**src/hw/ahbm_pkg.sv**
```systemverilog
`default_nettype none

package ahbm_pkg;

   // *************************************************************************
   // Bus and buffer widths
   // *************************************************************************
   localparam int HADDR_W    = 32;
   localparam int HDATA_W    = 32;
   localparam int BUF_IDX_W  = 6;    // Word index from haddr[7:2]
   localparam int BUF_DEPTH  = 64;
   localparam int BEAT_CNT_W = 5;    // Holds up to 16 beats

   // *************************************************************************
   // AHB encodings
   // *************************************************************************
   typedef enum logic [1:0] {
      IDLE   = 2'b00,
      BUSY   = 2'b01,
      NONSEQ = 2'b10,
      SEQ    = 2'b11
   } htrans_t;

   typedef enum logic [2:0] {
      SINGLE = 3'b000,
      INCR   = 3'b001,
      INCR4  = 3'b011,
      INCR8  = 3'b101,
      INCR16 = 3'b111
   } hburst_t;

   typedef enum logic [2:0] {
      BYTE     = 3'b000,
      HALFWORD = 3'b001,
      WORD     = 3'b010
   } hsize_t;

   typedef enum logic [1:0] {
      OKAY  = 2'b00,
      ERROR = 2'b01,
      RETRY = 2'b10,
      SPLIT = 2'b11
   } hresp_t;

   // *************************************************************************
   // Bundles
   // *************************************************************************

   // Master address-phase outputs
   typedef struct packed {
      htrans_t              htrans;
      logic                 hwrite;
      hsize_t               hsize;
      hburst_t              hburst;
      logic [HADDR_W-1:0]   haddr;
   } ahb_ctrl_t;

   typedef struct packed {
      logic                 write;   // 1 moves buffer words onto the bus
      hburst_t              burst;
      logic [HADDR_W-1:0]   addr;    // Word aligned
   } dma_cmd_t;

   // Address phase just taken by the bus
   typedef struct packed {
      logic                 valid;
      logic                 write;
      logic                 last;
      logic [BUF_IDX_W-1:0] idx;
   } beat_t;

endpackage

`default_nettype wire

```
**src/hw/ahbm_data_phase.sv**
```systemverilog
`timescale 1ns/1ps
`default_nettype none

module ahbm_data_phase (
   input  wire                             hclk,
   input  wire                             hreset,
   input  wire ahbm_pkg::beat_t            aphase_i,
   input  wire                             hready_i,
   input  wire ahbm_pkg::hresp_t           hresp_i,
   input  wire [ahbm_pkg::HDATA_W-1:0]     hrdata_i,
   output logic [ahbm_pkg::HDATA_W-1:0]    hwdata_o,
   // Buffer ports
   output logic                            buf_wr_en_o,
   output logic [ahbm_pkg::BUF_IDX_W-1:0]  buf_wr_idx_o,
   output logic [ahbm_pkg::HDATA_W-1:0]    buf_wr_data_o,
   output logic [ahbm_pkg::BUF_IDX_W-1:0]  buf_rd_idx_o,
   input  wire [ahbm_pkg::HDATA_W-1:0]     buf_rd_data_i,
   output logic                            burst_done_o
);
   import ahbm_pkg::*;

   beat_t   dp_q;       // Beat now in its data phase
   logic    dp_done;    // Its data phase ends on this edge

   assign dp_done = dp_q.valid && hready_i;

   // *************************************************************************
   // Data-phase tracking
   // *************************************************************************
   always_ff @(posedge hclk) begin
      if (!hreset) begin
         dp_q         <= '0;
         burst_done_o <= 1'b0;
         hwdata_o     <= '0;
      end else begin
         if (hready_i) begin
            dp_q <= aphase_i;    // Empty beat when no address was taken
         end
         burst_done_o <= dp_done && dp_q.last;
         // Write word fetched as its address phase is taken
         if (aphase_i.valid && aphase_i.write) begin
            hwdata_o <= buf_rd_data_i;
         end
      end
   end

   assign buf_rd_idx_o = aphase_i.idx;

   // Read data lands in the buffer at the completing edge
   assign buf_wr_en_o   = dp_done && !dp_q.write;
   assign buf_wr_idx_o  = dp_q.idx;
   assign buf_wr_data_o = hrdata_i;

   // *************************************************************************
   // Checks
   // *************************************************************************

   // Only OKAY is handled
   a_resp_okay: assert property (@(posedge hclk) disable iff (!hreset)
      dp_q.valid |-> (hresp_i == OKAY))
      else $error("Slave response other than OKAY");

endmodule

`default_nettype wire

```
**src/hw/ahbm_sequencer.sv**
```systemverilog
`timescale 1ns/1ps
`default_nettype none

module ahbm_sequencer (
   input  wire                        hclk,
   input  wire                        hreset,
   input  wire ahbm_pkg::dma_cmd_t    cmd_i,
   input  wire                        cmd_valid_i,
   output logic                       busy_o,
   input  wire                        hgrant_i,
   output logic                       hbusreq_o,
   input  wire                        hready_i,
   output ahbm_pkg::ahb_ctrl_t        ahb_ctrl_o,
   output ahbm_pkg::beat_t            aphase_o,
   input  wire                        burst_done_i
);
   import ahbm_pkg::*;

   // *************************************************************************
   // State encoding
   // *************************************************************************
   typedef enum logic [1:0] {
      S_IDLE  = 2'b00,   // Waiting for a command
      S_BREQ  = 2'b01,   // Bus requested and waiting for grant
      S_ADDR  = 2'b10,   // Driving address phases
      S_DRAIN = 2'b11    // Last address taken with data still in flight
   } seq_state_t;

   seq_state_t              state;
   dma_cmd_t                cmd_q;
   logic [BEAT_CNT_W-1:0]   beats_left;    // Address phases still to go
   htrans_t                 htrans_q;
   logic                    hwrite_q;
   hburst_t                 hburst_q;
   logic [HADDR_W-1:0]      haddr_q;

   logic                    cmd_accept;
   logic                    grant_taken;
   logic                    beat_accept;
   logic                    last_beat;

   // Beats in a fixed-length burst
   function automatic logic [BEAT_CNT_W-1:0] burst_len(input hburst_t burst);
      case (burst)
         INCR4:   burst_len = BEAT_CNT_W'(4);
         INCR8:   burst_len = BEAT_CNT_W'(8);
         INCR16:  burst_len = BEAT_CNT_W'(16);
         default: burst_len = BEAT_CNT_W'(1);
      endcase
   endfunction

   assign busy_o      = (state != S_IDLE);
   assign cmd_accept  = cmd_valid_i && !busy_o;
   assign grant_taken = (state == S_BREQ) && hgrant_i && hready_i;
   assign beat_accept = (state == S_ADDR) && hready_i;
   assign last_beat   = (beats_left == BEAT_CNT_W'(1));

   // *************************************************************************
   // Bus outputs
   // *************************************************************************
   always_comb begin
      ahb_ctrl_o.htrans = htrans_q;
      ahb_ctrl_o.hwrite = hwrite_q;
      ahb_ctrl_o.hsize  = WORD;         // Word transfers only
      ahb_ctrl_o.hburst = hburst_q;
      ahb_ctrl_o.haddr  = haddr_q;
   end

   // Beat handed over to the data side on its acceptance edge
   always_comb begin
      aphase_o.valid = beat_accept;
      aphase_o.write = hwrite_q;
      aphase_o.last  = last_beat;
      aphase_o.idx   = haddr_q[BUF_IDX_W+1:2];
   end

   // Command copy taken once and read at grant
   always_ff @(posedge hclk) begin
      if (cmd_accept) begin
         cmd_q <= cmd_i;
      end
   end

   // *************************************************************************
   // Address-phase state machine
   // *************************************************************************
   always_ff @(posedge hclk) begin
      if (!hreset) begin
         state      <= S_IDLE;
         hbusreq_o  <= 1'b0;
         beats_left <= '0;
         htrans_q   <= IDLE;
         hwrite_q   <= 1'b0;
         hburst_q   <= SINGLE;
         haddr_q    <= '0;
      end else begin
         case (state)
            S_IDLE: begin
               if (cmd_accept) begin
                  hbusreq_o  <= 1'b1;
                  beats_left <= burst_len(cmd_i.burst);
                  state      <= S_BREQ;
               end
            end

            S_BREQ: begin
               if (grant_taken) begin    // First NONSEQ next cycle
                  htrans_q <= NONSEQ;
                  hwrite_q <= cmd_q.write;
                  hburst_q <= cmd_q.burst;
                  haddr_q  <= cmd_q.addr;
                  state    <= S_ADDR;
               end
            end

            S_ADDR: begin
               if (beat_accept) begin
                  hbusreq_o <= 1'b0;     // Fixed length so the bus need not be held
                  if (last_beat) begin
                     htrans_q <= IDLE;
                     state    <= S_DRAIN;
                  end else begin
                     htrans_q   <= SEQ;
                     haddr_q    <= haddr_q + HADDR_W'(4);
                     beats_left <= beats_left - BEAT_CNT_W'(1);
                  end
               end
            end

            S_DRAIN: begin
               // Last data phase done
               if (burst_done_i) begin
                  state <= S_IDLE;
               end
            end

            default: state <= S_IDLE;
         endcase
      end
   end

   // *************************************************************************
   // Checks
   // *************************************************************************

   // Wait states freeze the address phase
   a_ctrl_stable: assert property (@(posedge hclk) disable iff (!hreset)
      !hready_i |=> $stable(ahb_ctrl_o))
      else $error("ahb_ctrl_o changed under a wait state");

   a_cmd_aligned: assert property (@(posedge hclk) disable iff (!hreset)
      cmd_accept |-> (cmd_i.addr[1:0] == 2'b00))
      else $error("Command address not word aligned");

   // A SEQ beat sitting on a 1 KB line means the burst wrapped into the next one
   a_no_1k_cross: assert property (@(posedge hclk) disable iff (!hreset)
      (htrans_q == SEQ) |-> (haddr_q[9:0] != 10'd0))
      else $error("Burst crosses a 1 KB boundary");

endmodule

`default_nettype wire

```
**src/hw/ahbm_top.sv**
```systemverilog
`timescale 1ns/1ps
`default_nettype none

module ahbm_top (
   input  wire                           hclk,
   input  wire                           hreset,
   // Command side
   input  wire ahbm_pkg::dma_cmd_t       cmd_i,
   input  wire                           cmd_valid_i,
   output logic                          busy_o,
   // Arbiter
   input  wire                           hgrant_i,
   output logic                          hbusreq_o,
   // AHB master
   output ahbm_pkg::ahb_ctrl_t           ahb_ctrl_o,
   input  wire                           hready_i,
   input  wire ahbm_pkg::hresp_t         hresp_i,
   output logic [ahbm_pkg::HDATA_W-1:0]  hwdata_o,
   input  wire [ahbm_pkg::HDATA_W-1:0]   hrdata_i
);
   import ahbm_pkg::*;

   beat_t                  aphase;       // Beat accepted this cycle
   logic                   burst_done;
   logic                   buf_wr_en;
   logic [BUF_IDX_W-1:0]   buf_wr_idx;
   logic [HDATA_W-1:0]     buf_wr_data;
   logic [BUF_IDX_W-1:0]   buf_rd_idx;
   logic [HDATA_W-1:0]     buf_rd_data;

   // Address side
   ahbm_sequencer sequencer_inst (
      .hclk         (hclk),
      .hreset       (hreset),
      .cmd_i        (cmd_i),
      .cmd_valid_i  (cmd_valid_i),
      .busy_o       (busy_o),
      .hgrant_i     (hgrant_i),
      .hbusreq_o    (hbusreq_o),
      .hready_i     (hready_i),
      .ahb_ctrl_o   (ahb_ctrl_o),
      .aphase_o     (aphase),
      .burst_done_i (burst_done)
   );

   // Data side
   ahbm_data_phase data_phase_inst (
      .hclk          (hclk),
      .hreset        (hreset),
      .aphase_i      (aphase),
      .hready_i      (hready_i),
      .hresp_i       (hresp_i),
      .hrdata_i      (hrdata_i),
      .hwdata_o      (hwdata_o),
      .buf_wr_en_o   (buf_wr_en),
      .buf_wr_idx_o  (buf_wr_idx),
      .buf_wr_data_o (buf_wr_data),
      .buf_rd_idx_o  (buf_rd_idx),
      .buf_rd_data_i (buf_rd_data),
      .burst_done_o  (burst_done)
   );

   ahbm_word_buffer word_buffer_inst (
      .hclk      (hclk),
      .wr_en_i   (buf_wr_en),
      .wr_idx_i  (buf_wr_idx),
      .wr_data_i (buf_wr_data),
      .rd_idx_i  (buf_rd_idx),
      .rd_data_o (buf_rd_data)
   );

endmodule

`default_nettype wire

```
**src/hw/ahbm_word_buffer.sv**
```systemverilog
`timescale 1ns/1ps
`default_nettype none

module ahbm_word_buffer (
   input  wire                             hclk,
   input  wire                             wr_en_i,
   input  wire [ahbm_pkg::BUF_IDX_W-1:0]   wr_idx_i,
   input  wire [ahbm_pkg::HDATA_W-1:0]     wr_data_i,
   input  wire [ahbm_pkg::BUF_IDX_W-1:0]   rd_idx_i,
   output logic [ahbm_pkg::HDATA_W-1:0]    rd_data_o
);
   import ahbm_pkg::*;

   // One word per index
   logic [HDATA_W-1:0] mem [BUF_DEPTH];

   always_ff @(posedge hclk) begin
      if (wr_en_i) begin
         mem[wr_idx_i] <= wr_data_i;
      end
   end

   assign rd_data_o = mem[rd_idx_i];    // Combinational read

   // Index comes from the tracked data-phase beat
   a_wr_idx_known: assert property (@(posedge hclk)
      wr_en_i |-> !$isunknown(wr_idx_i))
      else $error("Buffer write with unknown index");

endmodule

`default_nettype wire

```
**config.mk**
```make
export PLATFORM = sky130hd
export DESIGN_NAME = ahbm_top
export DESIGN_NICKNAME = d
export VERILOG_FILES = /design/src/hw/ahbm_pkg.sv /design/src/hw/ahbm_data_phase.sv /design/src/hw/ahbm_sequencer.sv /design/src/hw/ahbm_top.sv /design/src/hw/ahbm_word_buffer.sv
export SDC_FILE = /design/constraint.sdc
export NUM_CORES = 2
export LEC_CHECK = 0
export BUFFER_PORTS_ARGS = -buffer_cell sky130_fd_sc_hd__buf_2
export CAP_MARGIN = 20
export CORE_ASPECT_RATIO = 2
export CORE_MARGIN = 3
export CORE_UTILIZATION = 59
export CTS_BUF_LIST = sky130_fd_sc_hd__clkbuf_2
export DETAILED_ROUTE_END_ITERATION = 8
export GPL_ROUTABILITY_DRIVEN = 1
export PLACE_DENSITY_LB_ADDON = 0.2
export SLEW_MARGIN = 20
export SYNTH_ARGS = -nofsm -noshare
export SYNTH_HDL_FRONTEND = slang
export SYNTH_SLANG_ARGS = --single-unit
```
**constraint.sdc**
```tcl
create_clock -name hclk -period 3.8 [get_ports hclk]
set_clock_uncertainty 0.15 [all_clocks]
set_input_delay 0.95 -clock hclk [delete_from_list [all_inputs] [get_ports hclk]]
set_output_delay 0.95 -clock hclk [all_outputs]
set_load 0.01 [all_outputs]
```
; ---- After elaboration in Yosys (flattened, before gate mapping)
; Memory sizes are Yosys's and may differ from the RTL's. A register that Yosys moved wholly into a read port is not among the register bits.
; Cells that the tools add are included.
[op_classes]
n_addsub = 2
n_eq_ne = 13
muxes = 23
n_reduce_logical = 21
[ops]
columns = op, n
row1 = 32-bit two-way mux, 3
row2 = 32-bit one-hot mux with 2 select lines, 1
row3 = 32-bit by 3-bit adder with 32-bit output (second input constant), 1
row4 = 5-bit two-way mux, 3
row5 = 5-bit one-hot mux with 3 select lines, 1
row6 = 2-bit two-way mux, 7
row7 = 2-bit by 1-bit inequality test with 1-bit output (second input constant), 5
row8 = 5-bit one-hot mux with 2 select lines, 1
row9 = 1-bit logical AND, 8
row10 = 2-bit one-hot mux with 4 select lines, 1
row11 = 4-bit AND reduction, 2
row12 = 3-bit == test (second input constant), 2
row13 = 3-bit AND reduction, 2
row14 = 2-bit nonzero test, 3
row15 = 5-bit by 1-bit == test with 1-bit output (second input constant), 1
row16 = 5-bit AND reduction, 1
row17 = 5-bit by 1-bit subtractor with 5-bit output (second input constant), 1
row18 = 2-bit == test (second input constant), 2
row19 = 1-bit two-way mux, 4
row20 = 2-bit one-hot mux with 2 select lines, 1
row21 = 3-bit by 2-bit == test with 1-bit output (second input constant), 1
row22 = 1-bit logical NOT, 3
row23 = 2-bit by 1-bit == test with 1-bit output (second input constant), 1
row24 = 2-bit logical NOT, 1
row25 = 3 further kinds, 3
[totals]
regBits = 92
ramBits = 2048
out_inout_bits = 75
mem_count = 1
[mem_list]
columns = memory, depth, width, read_ports, rd_ports_with_merged_regs, wr, line
row1 = word_buffer_inst.mem, 64, 32, 1, 1, 1, ahbm_word_buffer.sv:15  ; logic [HDATA_W-1:0] mem [BUF_DEPTH];

; ---- Depth between registers and ports, before layout
[depth]
word_depth = 5
ltp_mapped = 10
depth_no_buf = 7

; ---- Hierarchy
; A second synthesis with hierarchy kept.
[hier_totals]
hier_cells = 3927
area_unflattened_um2 = 83956.8
[modules_own_cells]
columns = module, instances, cells_each, area_per_inst_um2, seq_area_each_um2
row1 = ahbm_word_buffer, 1, 3292, 77874.7, 61499.0
row2 = ahbm_sequencer, 1, 410, 3992.6, 2001.9
row3 = ahbm_data_phase, 1, 225, 2089.5, 840.8

; ---- Worst setup path before layout
; Ideal clock, no wire load.
[synth_path]
path_type = input port to flip-flop
from = input hready_i
to = memory word_buffer_inst.mem[55][0] (enable)
setup_ps = 421
arrival_time_ps = 3539
required_time_ps = 3229
setup_slack_ps = -310
stages = 6
path_buffers = 2
cell_sequence = clkbuf_1 buf_2 nand2_1 nor3b_1 nand3_1 nor2_1
[synth_between]
elab_chain_cells = 4
[synth_rtl]
columns = item, line
row1 = from (decl), ahbm_top.sv:16  ; input wire hready_i,
row2 = 1-bit logical AND, ahbm_data_phase.sv:25  ; assign dp_done = dp_q.valid && hready_i;
row3 = 1-bit logical AND, ahbm_data_phase.sv:50  ; assign buf_wr_en_o = dp_done && !dp_q.write;
row4 = 1-bit two-way mux, ahbm_word_buffer.sv:18  ; if (wr_en_i) begin
row5 = 1-bit two-way mux (not written as such), ahbm_word_buffer.sv:19  ; mem[wr_idx_i] <= wr_data_i;
row6 = to (decl), ahbm_word_buffer.sv:15
; Every way passes these cells.

; ---- Worst setup path after layout
[layout_path]
from = register sequencer_inst.haddr_q[2]
to = output ahb_ctrl_o[2] (netlist bit)
[layout_rtl]
columns = item, line
row1 = from (decl), ahbm_sequencer.sv:35  ; logic [HADDR_W-1:0] haddr_q;
row2 = from (signal assigned), ahbm_sequencer.sv:111  ; haddr_q <= cmd_q.addr;
row3 = from (signal assigned), ahbm_sequencer.sv:124  ; haddr_q <= haddr_q + HADDR_W'(4);
row4 = to (decl), ahbm_top.sv:15  ; output ahbm_pkg::ahb_ctrl_t ahb_ctrl_o,
; No word-level cell between the ends.

==> out/summary.txt <==
Run status: finished clean
DR vias: 43,900
Yosys top cell by area: edfxtp_1
CTS tree: built
Post-synthesis cell count: 4,041
Synthesized-area fraction occupied by xor and xnor cells: 0.0209%
Min-delay src: cmd_i[32]
CP arrival: 2.50 ns
Most frequent cells in the layout: 2,084 x edfxtp_1, 613 x clkbuf_2, 416 x mux4_2, 309 x mux2i_1, 191 x buf_4
CP Launch Type: flop
Die span in x: 273 µm
Root buf cell: clkbuf_2
Final hold vios: 0
Starting Density: 59.5%
Final Instance Area: 0.0940 mm²
Final period util: 94.6%
Minimum clock period: 3.60 ns
I/O pins: 150
Post-synth ARST share: 0%
DRC violations left: 0
Max Slew Vio Count: 0
Core Region: 0.141 mm²
Final setup vio count: 0
Num CTS Buffers: 436
Max-Cap Viols: 0
PortBufs: 144
Clock Path Buffers: 4
Slew HR: 27.5%
DP Area: 0.0889 mm²
Yosys reg bits: 2,172
Largest net degree at the start of global routing: 98
Seq/Total Area, Yosys: 76.6%
Final HPWL DP: 123,000 µm
First-pass GRT wire length: 301,000 µm
Mux cell area share after synthesis: 15.7%
Die H: 540 µm
Critical setup path kind: flop to output port
Most common cell after layout, fill and taps aside: edfxtp_1
Hold Path Depth: 4
Worst r2r dst: data_phase_inst.hwdata_o[23]
Post-Place Cells: 6,078
WHS Endpoint: sequencer_inst.beats_left[3]
Final ANT Viol Nets: 0
Clock Latency Late Sink: 1.53 ns
Area growth syn-to-layout: 12.0%
Remaining Overflow, GRT: 0
CP endpoint kind: output port
Max Clk Rate: 278 MHz
Post-synthesis compound-gate area fraction: 3.44%
Clk slew on worst S/H paths: 0.13 ns
RSZ-0062 raised after global routing: false
Internal reg-to-reg setup slack: 0.50 ns
WP data required: 2.70 ns
EDFF count, synth: 2,084
First-iteration detailed-routing DRC count: 4,117
R2r startpoint: sequencer_inst.haddr_q[4]
Yosys warns: 0
H-tree Lvls: 5
Sink Count: 2,172
Synth Cell Area: 0.0840 mm²
Worst slew pin tran: 1.09 ns
Netlist cell types: 80
Worst-case reg-to-reg path depth: 8
Synth area leaders: edfxtp_1 75%, mux4_2 11%, mux2i_1 3.7%
WL/cell: 30.0 µm
Hold/Removal Path Class: primary input to flop
Initial antenna violation count: 6
GRT Util Overall: 28.6%
Detailed Routing Iterations Pass 1: 6
Maximum VDD drop: 609 µV
Crit Path Max Fanout: 27
Main synth FF type: edfxtp_1
Average size of a mapped cell: 20.8 µm²
Power per standard cell area: 582 mW/mm²
Cell Rows: 195
Final hold slack: 0.284 ns
Adder-cell share of the synthesized area: 0.104%
Vias/cell: 6.29
Final wirelength: 209,000 µm
Nets: 4,840
Largest family of logic cells by synthesized area: multiplexers
Routability Congestion: 0.916
Vias in the first global route: 45,300
Layout Cells excl Fill: 6,980
Share of cells above drive strength 1: 32.0%
Top cell type's share of synthesized area: 74.5%
LEAKAGE: 30.1 nW
Die area: 0.147 mm²
Synth Area in Simple Gates: 2.37%
==> cells in the mapped netlist (all sizes together), types with 7 or more instances <==
| cell | instances |
|---|---|
| mux2 | 58 |
| o31a | 11 |
| a21boi | 10 |
| buf | 148 |
| or3 | 10 |
| mux4 | 419 |
| nor4 | 24 |
| and2 | 11 |
| edfxtp | 2084 |
| nand2b | 8 |
| nand3 | 34 |
| ha | 7 |
| a211oi | 7 |
| a21oi | 90 |
| nand4 | 8 |
| o21a | 7 |
| nor2b | 18 |
| o22ai | 56 |
| o211ai | 16 |
| clkbuf | 88 |
| nor2 | 146 |
| a31oi | 22 |
| mux2i | 309 |
| nand3b | 7 |
| dfxtp | 88 |
| a221oi | 15 |
| inv | 13 |
| nor3 | 13 |
| a211o | 14 |
| o221a | 11 |
| a22oi | 64 |
| o221ai | 18 |
| and3 | 28 |
| o21ai | 57 |
| nand2 | 70 |
==> state kept, by name, summed over array words and instances, names as in the netlist, 2 cells and up <==
| register | flops |
|---|---|
| sequencer_inst.htrans_q | 2 |
| data_phase_inst.dp_q | 3 |
| word_buffer_inst.mem | 2048 |
| sequencer_inst.haddr_q | 32 |
| data_phase_inst.buf_wr_idx_o | 6 |
| sequencer_inst.hburst_q | 3 |
| data_phase_inst.hwdata_o | 32 |
| sequencer_inst.beats_left | 5 |
| sequencer_inst.cmd_q | 36 |
| sequencer_inst.state | 2 |
==> stage by stage <==
stage / TNS, ns / utilization [%] / setup slack, ns / power [W]
after floorplan: -445.84 / - / -0.310 / 0.0369
after global placement: 0 / 62.9 / 0.380 / 0.0416
after detailed placement: 0 / 63.0 / 0.332 / 0.0418
after CTS: 0 / 66.5 / 0.0459 / 0.0550
after global routing: 0 / 66.6 / 0.0975 / 0.0570
final: 0 / 66.6 / 0.203 / 0.0547
==> worst max path at each step <==
stage                                         start                      endpoint  cells past startpoint
after floorplan                            hready_i   word_buffer_inst.mem[55][0]                      6
after global placement                     hready_i  word_buffer_inst.mem[33][11]                      7
after detailed placement                   hready_i  word_buffer_inst.mem[41][11]                      7
after CTS                 sequencer_inst.haddr_q[2]                 ahb_ctrl_o[2]                      2
after global routing      sequencer_inst.haddr_q[2]                 ahb_ctrl_o[2]                      2
final                     sequencer_inst.haddr_q[2]                 ahb_ctrl_o[2]                      2
==> timing repair <==
item,in CTS,in global routing
resized for setup,1,0
buffers inserted,2,0
hold buffers,109,0
endpoints found under the hold margin,1702,0
endpoints found under the setup margin,4,0
==> layer usage <==
| layer | routed length [µm] | part of all wire, % | GRT usage, % |
|---|---|---|---|
| met1 | 74100 | 35 | 35.9 |
| met5 | 0 | 0 | 0 |
| met3 | 16400 | 7.9 | 5.06 |
| met4 | 9950 | 4.8 | 13.3 |
| met2 | 109000 | 52 | 48.9 |
==> area by class of cell <==
type / count / area (µm²)
clock buffers: 613 / 3070
clock inverters: 170 / 861
repair buffers: 514 / 4670
well taps: 1871 / 2340
inverters: 13 / 48.8
diodes: 6 / 15.0
fillers: 9221 / 47200
multi-input cells: 1621 / 18700
flip-flops and latches: 2172 / 64400
==> critical path, stage by stage, from the launching register on <==
cell	delay, ns
dfxtp_4	0.45
buf_12	0.27
buf_2	0.21
==> cell families (layout without fill, tap and decap cells) <==
family                   count (synthesis)  after routing
AO/OA/AOI/OAI                          426            426
XOR/XNOR                                 2              2
adder cells (fa/ha/maj)                  7              7
buffers and inverters                  249           1310
flip-flops                            2172           2172
multiplexers                           786            786
other                                    2              9
AND/OR/NAND/NOR                        397            397
==> where the power goes <==
part,internal (W),total [W],switching (W)
Sequential,0.0265,0.0268,0.000333
Clock,0.00485,0.0133,0.00850
Combinational,0.00641,0.0145,0.00812
Total,0.0378,0.0547,0.0169
Note: power is estimated with default switching activity, not from simulation.
